### config.mk
export PLATFORM = sky130hd
export DESIGN_NAME = noncomp_top
export DESIGN_NICKNAME = d
export VERILOG_FILES = /design/src/design/noncomp_pkg.sv /design/src/design/noncomp_info_if.sv /design/src/design/fp_classifier.sv /design/src/design/fp_sgnj_minmax.sv /design/src/design/fp_compare.sv /design/src/design/noncomp_ctrl.sv /design/src/design/noncomp_top.sv
export VERILOG_INCLUDE_DIRS = /design/src /design/src/include
export SDC_FILE = /design/constraint.sdc
export NUM_CORES = 1
export LEC_CHECK = 0
export ABC_AREA = 1
export BUFFER_PORTS_ARGS = -buffer_cell sky130_fd_sc_hd__buf_2
export CORE_UTILIZATION = 50
export DETAILED_ROUTE_END_ITERATION = 6
export GPL_TIMING_DRIVEN = 0
export PLACE_DENSITY = 0.75
export SLEW_MARGIN = 20
export SYNTH_ARGS = -nofsm -noshare
export SYNTH_HDL_FRONTEND = slang
export SYNTH_HIERARCHICAL = 1
export SYNTH_SLANG_ARGS = --single-unit
### constraint.sdc
create_clock -name clk_i -period 3.1 [get_ports clk_i]
set_clock_uncertainty 0.15 [all_clocks]
set_input_delay 0.31 -clock clk_i [delete_from_list [all_inputs] [get_ports clk_i]]
set_output_delay 0.31 -clock clk_i [all_outputs]
set_load 0.01 [all_outputs]
### src/include/noncomp_cfg.svh
// Binary32 only; widths are fixed and the mantissa MSB marks a quiet NaN
`ifndef NONCOMP_CFG_SVH
`define NONCOMP_CFG_SVH

// Operand word and its fields
`define NC_FP_WIDTH 32
`define NC_EXP_BITS 8
`define NC_MAN_BITS 23

// One-hot class mask width
`define NC_CLASS_BITS 10

`endif

### src/design/noncomp_pkg.sv
// Types for the binary32 non-computational unit; only the NV flag is ever raised
`include "noncomp_cfg.svh"

package noncomp_pkg;

  // Operand and field vectors
  typedef logic [`NC_FP_WIDTH-1:0] fp_word_t;
  typedef logic [`NC_EXP_BITS-1:0] fp_exp_t;
  typedef logic [`NC_MAN_BITS-1:0] fp_man_t;

  // Exception flags {NV, DZ, OF, UF, NX}
  typedef logic [4:0] fflags_t;
  localparam int unsigned FLAG_NV = 4;

  // Operation groups
  typedef enum logic [1:0] {SGNJ, MINMAX, CMP, CLASSIFY} nc_op_e;

  // Rounding-mode field, doubles as sub-operation select
  typedef enum logic [2:0] {
    RNE = 3'b000, RTZ = 3'b001, RDN = 3'b010, RUP = 3'b011,
    RMM = 3'b100, ROD = 3'b101, DYN = 3'b111
  } rm_e;

  // One-hot class mask, bit 0 is negative infinity
  typedef enum logic [`NC_CLASS_BITS-1:0] {
    NEGINF     = 10'b00_0000_0001,
    NEGNORM    = 10'b00_0000_0010,
    NEGSUBNORM = 10'b00_0000_0100,
    NEGZERO    = 10'b00_0000_1000,
    POSZERO    = 10'b00_0001_0000,
    POSSUBNORM = 10'b00_0010_0000,
    POSNORM    = 10'b00_0100_0000,
    POSINF     = 10'b00_1000_0000,
    SNAN       = 10'b01_0000_0000,
    QNAN       = 10'b10_0000_0000
  } classmask_e;

endpackage

### src/design/noncomp_info_if.sv
// Purely combinational operand facts; valid only while the operand inputs are stable
`timescale 1ns/10ps

interface noncomp_info_if;
  import noncomp_pkg::*;

  // Raw operands
  fp_word_t   operand_a;
  fp_word_t   operand_b;
  // NaN facts
  logic       nan_a;
  logic       nan_b;
  logic       any_nan;
  logic       any_snan;
  // Equal also covers +0 against -0
  logic       equal;
  // Strict sign-magnitude order, -0 below +0
  logic       a_smaller;
  classmask_e class_a;

  modport producer (output operand_a, operand_b, nan_a, nan_b, any_nan, any_snan,
                    equal, a_smaller, class_a);
  modport consumer (input  operand_a, operand_b, nan_a, nan_b, any_nan, any_snan,
                    equal, a_smaller, class_a);

endinterface

### src/design/fp_classifier.sv
// Zero latency decode of two binary32 operands; a_smaller is meaningless if either is NaN
`timescale 1ns/10ps
`include "noncomp_cfg.svh"

module fp_classifier (
  input  noncomp_pkg::fp_word_t operand_a_i,
  input  noncomp_pkg::fp_word_t operand_b_i,
  noncomp_info_if.producer      info
);
  import noncomp_pkg::*;

  // Index 0 is operand a, index 1 is operand b
  fp_word_t [1:0] op_w;
  fp_exp_t  [1:0] exp_f;
  fp_man_t  [1:0] man_f;
  logic     [1:0] sign, is_zero, is_sub, is_norm, is_inf, is_nan, is_snan;
  logic           mag_a_lt, mag_b_lt;

  assign op_w = {operand_b_i, operand_a_i};

  // ------------------------------------------------------------------------
  // Per-operand field split and category
  // ------------------------------------------------------------------------
  always_comb begin : decode_operands
    for (int i = 0; i < 2; i++) begin
      sign[i]    = op_w[i][`NC_FP_WIDTH-1];
      exp_f[i]   = op_w[i][`NC_FP_WIDTH-2 -: `NC_EXP_BITS];
      man_f[i]   = op_w[i][`NC_MAN_BITS-1:0];
      // Exponent all zero gives zero or subnormal
      is_zero[i] = (exp_f[i] == '0) && (man_f[i] == '0);
      is_sub[i]  = (exp_f[i] == '0) && (man_f[i] != '0);
      is_norm[i] = (exp_f[i] != '0) && (exp_f[i] != '1);
      // Exponent all ones gives infinity or NaN
      is_inf[i]  = (exp_f[i] == '1) && (man_f[i] == '0);
      is_nan[i]  = (exp_f[i] == '1) && (man_f[i] != '0);
      // Quiet bit clear means signalling
      is_snan[i] = is_nan[i] && !man_f[i][`NC_MAN_BITS-1];
    end
  end

  // ------------------------------------------------------------------------
  // Pairwise facts
  // ------------------------------------------------------------------------
  // Magnitude compare ignores the sign bit
  assign mag_a_lt = op_w[0][`NC_FP_WIDTH-2:0] < op_w[1][`NC_FP_WIDTH-2:0];
  assign mag_b_lt = op_w[1][`NC_FP_WIDTH-2:0] < op_w[0][`NC_FP_WIDTH-2:0];

  assign info.operand_a = operand_a_i;
  assign info.operand_b = operand_b_i;
  assign info.nan_a     = is_nan[0];
  assign info.nan_b     = is_nan[1];
  assign info.any_nan   = |is_nan;
  assign info.any_snan  = |is_snan;
  assign info.equal     = (operand_a_i == operand_b_i) || (&is_zero);
  // Differing signs: the negative one is smaller; both negative flips the order
  assign info.a_smaller = (sign[0] != sign[1]) ? sign[0] : (sign[0] ? mag_b_lt : mag_a_lt);

  // Class of operand a only
  always_comb begin : class_of_a
    if (is_norm[0])     info.class_a = sign[0] ? NEGNORM : POSNORM;
    else if (is_sub[0]) info.class_a = sign[0] ? NEGSUBNORM : POSSUBNORM;
    else if (is_zero[0]) info.class_a = sign[0] ? NEGZERO : POSZERO;
    else if (is_inf[0]) info.class_a = sign[0] ? NEGINF : POSINF;
    else                info.class_a = is_snan[0] ? SNAN : QNAN;
  end

endmodule

### src/design/fp_sgnj_minmax.sv
// Sign injection never flags; min/max is quiet, so only a signalling NaN raises NV
`timescale 1ns/10ps
`include "noncomp_cfg.svh"

module fp_sgnj_minmax (
  noncomp_info_if.consumer      info,
  input  noncomp_pkg::rm_e      rm_i,
  output noncomp_pkg::fp_word_t sgnj_result_o,
  output noncomp_pkg::fp_word_t minmax_result_o,
  output logic                  minmax_nv_o
);
  import noncomp_pkg::*;

  // Canonical quiet NaN, positive with only the quiet bit set
  localparam fp_word_t CANON_NAN = {1'b0, {`NC_EXP_BITS{1'b1}}, 1'b1,
                                    {(`NC_MAN_BITS-1){1'b0}}};

  logic sign_a, sign_b;

  assign sign_a = info.operand_a[`NC_FP_WIDTH-1];
  assign sign_b = info.operand_b[`NC_FP_WIDTH-1];

  // ------------------------------------------------------------------------
  // Sign injection, magnitude always from a
  // ------------------------------------------------------------------------
  always_comb begin : sign_inject
    sgnj_result_o = info.operand_a;
    unique case (rm_i)
      RNE:     sgnj_result_o[`NC_FP_WIDTH-1] = sign_b;           // SGNJ
      RTZ:     sgnj_result_o[`NC_FP_WIDTH-1] = ~sign_b;          // SGNJN
      RDN:     sgnj_result_o[`NC_FP_WIDTH-1] = sign_a ^ sign_b;  // SGNJX
      default: sgnj_result_o = info.operand_a;                   // RUP passthrough
    endcase
  end

  // ------------------------------------------------------------------------
  // Minimum and maximum
  // ------------------------------------------------------------------------
  // A tie only happens on bit-equal operands, so either pick returns a
  always_comb begin : min_max
    if (info.nan_a && info.nan_b)
      minmax_result_o = CANON_NAN;
    // A single NaN yields the other operand
    else if (info.nan_a)
      minmax_result_o = info.operand_b;
    else if (info.nan_b)
      minmax_result_o = info.operand_a;
    else if (rm_i == RTZ)
      minmax_result_o = info.a_smaller ? info.operand_b : info.operand_a;  // MAX
    else
      minmax_result_o = info.a_smaller ? info.operand_a : info.operand_b;  // MIN
  end

  assign minmax_nv_o = info.any_snan;

endmodule

### src/design/fp_compare.sv
// LE and LT signal on any NaN, EQ only on sNaN; boolean result sits in bit 0
`timescale 1ns/10ps

module fp_compare (
  noncomp_info_if.consumer      info,
  input  noncomp_pkg::rm_e      rm_i,
  input  logic                  op_mod_i,
  output noncomp_pkg::fp_word_t cmp_result_o,
  output logic                  cmp_nv_o
);
  import noncomp_pkg::*;

  logic cmp_bool;

  always_comb begin : compare
    cmp_bool = 1'b0;
    cmp_nv_o = 1'b0;
    // sNaN forces false regardless of op_mod
    if (info.any_snan) begin
      cmp_nv_o = 1'b1;
    end else begin
      unique case (rm_i)
        RNE: begin  // LE
          if (info.any_nan) cmp_nv_o = 1'b1;
          else cmp_bool = (info.a_smaller | info.equal) ^ op_mod_i;
        end
        RTZ: begin  // LT, -0 against +0 is not less
          if (info.any_nan) cmp_nv_o = 1'b1;
          else cmp_bool = (info.a_smaller & ~info.equal) ^ op_mod_i;
        end
        RDN: begin  // EQ, quiet NaN is never equal
          if (info.any_nan) cmp_bool = op_mod_i;
          else cmp_bool = info.equal ^ op_mod_i;
        end
        default: cmp_bool = 1'b0;
      endcase
    end
  end

  // Zero-extend into the result word
  assign cmp_result_o = fp_word_t'(cmp_bool);

endmodule

### src/design/noncomp_ctrl.sv
// Single output stage with valid/ready; flush drops the held item on the next edge
`timescale 1ns/10ps

module noncomp_ctrl (
  input  logic                    clk_i,
  input  logic                    rst_n_i,
  input  logic                    in_valid_i,
  input  logic                    flush_i,
  input  logic                    out_ready_i,
  output logic                    in_ready_o,
  output logic                    out_valid_o,
  input  noncomp_pkg::nc_op_e     op_i,
  input  noncomp_pkg::fp_word_t   sgnj_result_i,
  input  noncomp_pkg::fp_word_t   minmax_result_i,
  input  noncomp_pkg::fp_word_t   cmp_result_i,
  input  logic                    minmax_nv_i,
  input  logic                    cmp_nv_i,
  noncomp_info_if.consumer        info,
  output noncomp_pkg::fp_word_t   result_o,
  output noncomp_pkg::fflags_t    status_o,
  output noncomp_pkg::classmask_e class_mask_o,
  output logic                    is_class_o
);
  import noncomp_pkg::*;

  fp_word_t   result_d, result_q;
  fflags_t    status_d, status_q;
  classmask_e class_mask_q;
  logic       is_class_d, is_class_q;
  logic       valid_q;
  logic       load;

  // ------------------------------------------------------------------------
  // Result selection
  // ------------------------------------------------------------------------
  always_comb begin : select_result
    result_d   = '0;
    status_d   = '0;
    is_class_d = 1'b0;
    unique case (op_i)
      SGNJ:   result_d = sgnj_result_i;
      MINMAX: begin
        result_d          = minmax_result_i;
        status_d[FLAG_NV] = minmax_nv_i;
      end
      CMP: begin
        result_d          = cmp_result_i;
        status_d[FLAG_NV] = cmp_nv_i;
      end
      // Class goes out on its own port, word and flags stay zero
      default: is_class_d = 1'b1;
    endcase
  end

  // ------------------------------------------------------------------------
  // Output stage
  // ------------------------------------------------------------------------
  // Stage can take a new item when empty or draining this cycle
  assign in_ready_o = out_ready_i | ~valid_q;
  assign load       = in_valid_i & in_ready_o;

  // Flush wins over a concurrent load
  always_ff @(posedge clk_i) begin : valid_reg
    if (!rst_n_i)        valid_q <= 1'b0;
    else if (flush_i)    valid_q <= 1'b0;
    else if (in_ready_o) valid_q <= in_valid_i;
  end

  // Payload only moves on accept, holds steady while stalled
  always_ff @(posedge clk_i) begin : payload_reg
    if (load) begin
      result_q     <= result_d;
      status_q     <= status_d;
      class_mask_q <= info.class_a;
      is_class_q   <= is_class_d;
    end
  end

  assign out_valid_o  = valid_q;
  assign result_o     = result_q;
  assign status_o     = status_q;
  assign class_mask_o = class_mask_q;
  assign is_class_o   = is_class_q;

endmodule

### src/design/noncomp_top.sv
// Binary32 non-computational FPU top; one-cycle latency, no side-band, no NaN-boxing
`timescale 1ns/10ps

module noncomp_top (
  input  logic                    clk_i,
  input  logic                    rst_n_i,
  // Operation request
  input  noncomp_pkg::fp_word_t   operand_a_i,
  input  noncomp_pkg::fp_word_t   operand_b_i,
  input  noncomp_pkg::rm_e        rm_i,
  input  noncomp_pkg::nc_op_e     op_i,
  input  logic                    op_mod_i,
  input  logic                    in_valid_i,
  output logic                    in_ready_o,
  input  logic                    flush_i,
  // Result
  output noncomp_pkg::fp_word_t   result_o,
  output noncomp_pkg::fflags_t    status_o,
  output noncomp_pkg::classmask_e class_mask_o,
  output logic                    is_class_o,
  output logic                    out_valid_o,
  input  logic                    out_ready_i
);
  import noncomp_pkg::*;

  fp_word_t sgnj_result, minmax_result, cmp_result;
  logic     minmax_nv, cmp_nv;

  // Operand facts shared by every unit
  noncomp_info_if info_if ();

  fp_classifier fp_classifier_inst (
    .operand_a_i (operand_a_i),
    .operand_b_i (operand_b_i),
    .info        (info_if.producer)
  );

  // ------------------------------------------------------------------------
  // Operation units, all combinational
  // ------------------------------------------------------------------------
  fp_sgnj_minmax fp_sgnj_minmax_inst (
    .info            (info_if.consumer),
    .rm_i            (rm_i),
    .sgnj_result_o   (sgnj_result),
    .minmax_result_o (minmax_result),
    .minmax_nv_o     (minmax_nv)
  );

  fp_compare fp_compare_inst (
    .info         (info_if.consumer),
    .rm_i         (rm_i),
    .op_mod_i     (op_mod_i),
    .cmp_result_o (cmp_result),
    .cmp_nv_o     (cmp_nv)
  );

  // Select and register
  noncomp_ctrl noncomp_ctrl_inst (
    .clk_i           (clk_i),
    .rst_n_i         (rst_n_i),
    .in_valid_i      (in_valid_i),
    .flush_i         (flush_i),
    .out_ready_i     (out_ready_i),
    .in_ready_o      (in_ready_o),
    .out_valid_o     (out_valid_o),
    .op_i            (op_i),
    .sgnj_result_i   (sgnj_result),
    .minmax_result_i (minmax_result),
    .cmp_result_i    (cmp_result),
    .minmax_nv_i     (minmax_nv),
    .cmp_nv_i        (cmp_nv),
    .info            (info_if.consumer),
    .result_o        (result_o),
    .status_o        (status_o),
    .class_mask_o    (class_mask_o),
    .is_class_o      (is_class_o)
  );

endmodule

; Word-level counts from Yosys, hierarchy flattened
; Cells that the tools add are included.
[totals]
register_bits = 45
inputBits = 75
out_inout_bits = 50
[classes]
order_cmp = 2
eq_ne = 9
muxes = 29
bitwise = 12
reduce_logical = 28
[op_table]
columns = operator, count
row1 = $mux W32, 6
row2 = $pmux W32 S3, 1
row3 = $lt A31 B31 Y1, 2
row4 = $mux W10, 5
row5 = $logic_not A23 Y1, 2
row6 = $reduce_bool A23 Y1, 2
row7 = $eq A32 B32 Y1, 1
row8 = $eq A8 B8 Y1 const B, 2
row9 = $logic_not A8 Y1, 2
row10 = $logic_and A1 B1 Y1, 10
row11 = $mux W1, 10
row12 = $mux W8, 1
row13 = $ne A8 B8 Y1 const B, 1
row14 = $reduce_bool A8 Y1, 1
row15 = $reduce_or A2 Y1, 4
row16 = $mux W7, 1
row17 = $mux W6, 1
row18 = $pmux W1 S3, 2
row19 = $mux W5, 1
row20 = $not A1 Y1, 4
row21 = $xor A1 B1 Y1, 4
row22 = $eq A3 B1 Y1 const B, 1
row23 = $eq A3 B2 Y1 const B, 1
row24 = $logic_not A3 Y1, 1
row25 = 11 further kinds, 14

; Logic depth before layout (Yosys ltp)
[logic_depth]
depth_word = 11
mapped_depth = 27
mapped_depth_nobuf = 26

; Cells and area by module
; The synthesis kept the hierarchy.
[modules_own_cells]
columns = mod, n_inst, cells_per_inst, area_each_um2, seq_area_each_um2
row1 = noncomp_ctrl, 1, 274, 2383.5, 1341.3
row2 = fp_classifier, 1, 289, 1771.7, 0.0
row3 = fp_sgnj_minmax, 1, 166, 872.1, 0.0
row4 = fp_compare, 1, 53, 335.3, 0.0

; Worst setup path before layout
; No wires, ideal clock.
[synth_timing]
kind = register -> register
startpoint = reg noncomp_ctrl_inst.valid_q (netlist: noncomp_ctrl_inst/out_valid_o)
endpoint = reg noncomp_ctrl_inst.class_mask_q[0] (netlist: noncomp_ctrl_inst/class_mask_o[0]) (enable)
setup_time_ns = 0.460
arrival_time_ns = 2.532
slack_ns = -0.042
path_stages_with_launch = 2
n_path_buf = 0
synth_period_minus_slack_ns = 3.142
cell_sequence = dfxtp_1 > a21oi_1
[synth_between]
elab_chain_cells = 3
[synth_rtl]
columns = item, line_no
row1 = start: declaration, noncomp_ctrl.sv:30  ; logic valid_q;
row2 = start signal: assignment, noncomp_ctrl.sv:66  ; else if (in_ready_o) valid_q <= in_valid_i;
row3 = $not A1 Y1, noncomp_ctrl.sv:59  ; assign in_ready_o = out_ready_i | ~valid_q;
row4 = $or A1 B1 Y1, noncomp_ctrl.sv:59
row5 = $and A1 B1 Y1, noncomp_ctrl.sv:60  ; assign load = in_valid_i & in_ready_o;
row6 = via noncomp_ctrl_inst.load, noncomp_ctrl.sv:31  ; logic load;
row7 = end signal: assignment, noncomp_ctrl.sv:74  ; class_mask_q <= info.class_a;
row8 = end: declaration, noncomp_ctrl.sv:28  ; classmask_e class_mask_q;
; The timed path passes the listed nets, and every way through them passes these cells.
; A chain may end at the register's enable or synchronous reset.

; Final worst setup path
[layout_timing]
startpoint = in operand_a_i[26]
endpoint = reg noncomp_ctrl_inst.result_q[29] (netlist: noncomp_ctrl_inst/result_o[29]) (data pin)
[layout_between]
elab_chain_cells = 9
word_cells_on_any_way = 14
[layout_rtl]
columns = item, line_no
row1 = start: declaration, noncomp_top.sv:8  ; input noncomp_pkg::fp_word_t operand_a_i,
row2 = $lt A31 B31 Y1 (on tied branches), "fp_classifier.sv:45, fp_classifier.sv:46"
row3 = $mux W1 * (2 in a row), fp_classifier.sv:56  ; assign info.a_smaller = (sign[0] != sign[1]) ? sign[0] : (sign[0] ? mag_b_lt : mag_a_lt);
row4 = via info_if.a_smaller, noncomp_info_if.sv:18  ; logic a_smaller;
row5 = $mux W32 (on tied branches), "fp_sgnj_minmax.sv:51, fp_sgnj_minmax.sv:49"
row6 = $mux W32 *, fp_sgnj_minmax.sv:48  ; else if (rm_i == RTZ)
row7 = $mux W32 *, fp_sgnj_minmax.sv:46  ; else if (info.nan_b)
row8 = $mux W32 *, fp_sgnj_minmax.sv:44  ; else if (info.nan_a)
row9 = $mux W32 *, fp_sgnj_minmax.sv:41  ; if (info.nan_a && info.nan_b)
row10 = via minmax_result[29], noncomp_top.sv:26  ; fp_word_t sgnj_result, minmax_result, cmp_result;
row11 = $pmux W32 S3 *, noncomp_ctrl.sv:40  ; unique case (op_i)
row12 = via noncomp_ctrl_inst.result_d[29], noncomp_ctrl.sv:26  ; fp_word_t result_d, result_q;
row13 = end signal: assignment, noncomp_ctrl.sv:72  ; result_q <= result_d;
row14 = end: declaration, noncomp_ctrl.sv:26
; Mark *: on every way through the listed nets, which the timed path passes. The rest lies on a longest branch.

==> flow_summary.toml <==
[worst_setup_path]
timing.rr.end = "noncomp_ctrl_inst/result_o[10]"
path_buf_inv = 8
rr_worst_depth = 2
worstReg2RegStart = "noncomp_ctrl_inst/out_valid_o"
cp.depth = 27
ff2ff_setup_slack_ns = 1.42
startpoint_type = "input port"
startpoint = "operand_a_i[26]"
crit_path_max_incr_delay_ns = 0.30
crit_family = "simple AND/OR/NAND/NOR gates"
end_kind = "flop"
critPathCapture = "noncomp_ctrl_inst/result_o[29]"
critPathSlowestCell = "ha_1"
cp_max_fo = 10
arrival_ns = 2.69
crit_type = "in2reg"
crit_top_cell = "nand2_1"
required_ns = 3.03

[clock_tree]
cts_tree = "built"
cts_root_buf = "clkbuf_8"
path_clk_slew_ns = 0.10
ctsHoldBuffers = 0
cts_buffers = 5
cts_max_level = 2
clock_latency_ns = 0.31
clockBufferDepth = 2
clock-sinks = 45

[hold_path]
hp-class = "in2reg"
min_from = "flush_i"

[timing]
hold_violations = 0
setup-tns-final_ns = 0
slew_violations = 0
rsz0062_at_grt = "no"
final-setup-viol-count = 0
period_needed_ns = 2.761
max_freq_mhz = 362.1
relSlewSlack_pct = 51.01
tightest_slew_ns = 0.7333
period_share_pct = 89.08

[power_and_ir_drop]
switchingPower_mw = 0.6227
p_clk_share_pct = 21.0
swShare_pct = 33.66
power_frac_seq_pct = 39.6
peakVddDrop_mv = 0.1662
combPwrFrac_pct = 39.4
p_per_area_nw_per_um2 = 288.8
p_leak_nw = 3.770
power_mw = 1.850
p_int_mw = 1.227

[logic_synthesis]
yosysWarnings = 6
ys_types = 35
synthMuxAreaShare_pct = 0
synth.cell_area_um2 = 5363
ys_seq_area_share_pct = 25.01
ys_ff_latch = 45
synth_simple_gate_area_share_pct = 33.85
synth_compound_area_share_pct = 2.590
synth_area_per_cell_um2 = 6.858
synth-adder-area-share_pct = 8.399
synthXorXnorAreaFrac_pct = 0.1633
synthCells = 782
synth_top_family_by_area = "simple AND/OR/NAND/NOR gates"

[floorplanning]
rows = 37
die_height_um = 105.6
die_x_um = 105.6
dieArea_um2 = 11140
io_pins = 125
core_um2 = 10370
start_util_pct = 51.71

[cells_and_area]
multi_input_area_um2 = 2556
drive_gt1_share_pct = 33.72
nFillCells = 1072
antenna_cells = 0
syn2layout_area_growth_pct = 19.44
nNetsFinal = 1056
final_common_cell = "nand2_1"
stdcell_area_um2 = 6405
layout_common_cells = "256 x nand2_1, 139 x buf_4, 125 x buf_2"
fin_cells = 1082
regArea_um2 = 1341

[global_route]
grt_max_degree = 25
grt_overflow_total = 0
antenna_found_initial = 0
grt_pass1_vias = 4291
grt_pass1_wl_um = 19690
grt.total_usage_pct = 22.08

[status]
status = "completed"

[route]
wl_um = 12000
dr.first_iter.drc_count = 181
vias = 4872
drc_errors = 0
firstDrtPassIters = 5
route.detailed.wl_per_inst_um = 11.09
viasPerCell = 4.503
ant_nets = 0

[placement]
dp.cells = 1072
placedInstanceArea_um2 = 6296
gp_congestion = 0.8855
port_buffers = 120
hpwl_um = 9850

[job]
max_cap_violations = 0
[through the flow]
step / setup slack [ns] / hold WS, ns / utilization (%)
2_1_floorplan: 0.5047 / 0.2826 / -
4_1_cts: 0.3162 / 0.05168 / 61.62
5_1_grt: 0.05662 / 0.04971 / 61.76
3_5_place_dp: -0.0002041 / 0.3700 / 60.71
3_3_place_gp: 0.04371 / 0.3432 / 60.38
6_report: 0.3387 / 0.05788 / 61.76
[per-layer routing]
layer  vias up  track usage (%)  wire length [um]
met4         0            4.464               102
met1      2117            29.27              5749
met5         -                0                 0
met3         9            2.474               603
met2       123            38.77              5545
li1       2623                -                 -
[cell type report]
| cell class | instances | area share, % |
|---|---|---|
| multi-input cells | 507 | 39.91 |
| flip-flops and latches | 45 | 20.94 |
| plain buffers | 155 | 18.62 |
| repair buffers | 123 | 10.04 |
| inverters | 108 | 6.368 |
| well taps | 136 | 2.657 |
| clock buffers | 5 | 1.074 |
| clock inverters | 3 | 0.3907 |
[repair_timing]
| action | CTS | global route |
|---|---|---|
| gates resized for setup | 0 | 0 |
| setup buffers | 0 | 2 |
| setup endpoints to repair | 0 | 1 |
[worst min-delay path by stage]
| stage | endpoint | cells past startpoint |
|---|---|---|
| final | noncomp_ctrl_inst/out_valid_o | 4 |
| after global routing | noncomp_ctrl_inst/out_valid_o | 3 |
| after CTS | noncomp_ctrl_inst/out_valid_o | 4 |
| after detailed placement | noncomp_ctrl_inst/out_valid_o | 2 |
| after global placement | noncomp_ctrl_inst/out_valid_o | 2 |
| after floorplan | noncomp_ctrl_inst/out_valid_o | 2 |
[cells in the mapped netlist, drive strengths merged]
cell      n  share of area (%)
a21boi    1               0.14
clkbuf    1              0.070
and2      1               0.12
nand4    11                1.5
nor3      5               0.65
or2       1               0.12
ha       36                8.4
nand3    87                8.3
buf     154                 22
nor2     36                2.9
a21oi    19                1.9
o21ai     1              0.093
a21o      3               0.44
xor2      1               0.16
inv     108                7.6
dfxtp     1               0.37
edfxtp   44                 25
conb      2               0.14
nor4      9                1.6
nand2   259                 18
nand3b    2               0.28
[state kept, by name, indices dropped and copies added, names as in the netlist]
register and count:
noncomp_ctrl_inst/status_o 1, noncomp_ctrl_inst/class_mask_o 10, noncomp_ctrl_inst/result_o 32, noncomp_ctrl_inst/out_valid_o 1, noncomp_ctrl_inst/is_class_o 1
[worst reg2reg max path, cell delays in order, from the launching register on]
cell and delay [ns]:
dfxtp_1 0.35, a21oi_4 0.61, buf_16 0.25
[power by group through the flow]
stage                     Combinational [mW]  Clock [mW]  Sequential [mW]
after floorplan                        0.480           0            0.776
after global placement                 0.706           0            0.748
after detailed placement               0.722           0            0.748
after CTS                              0.724       0.404            0.734
after global routing                   0.823       0.425            0.737
final                                  0.729       0.388            0.732
[cell families after synthesis]
group | after synthesis
compound gates | 24
other cells | 2
fa+ha+maj | 36
buf+inv | 263
flops | 45
xor+xnor | 1
simple gates | 411
Note: power is estimated with default switching activity, not from simulation.
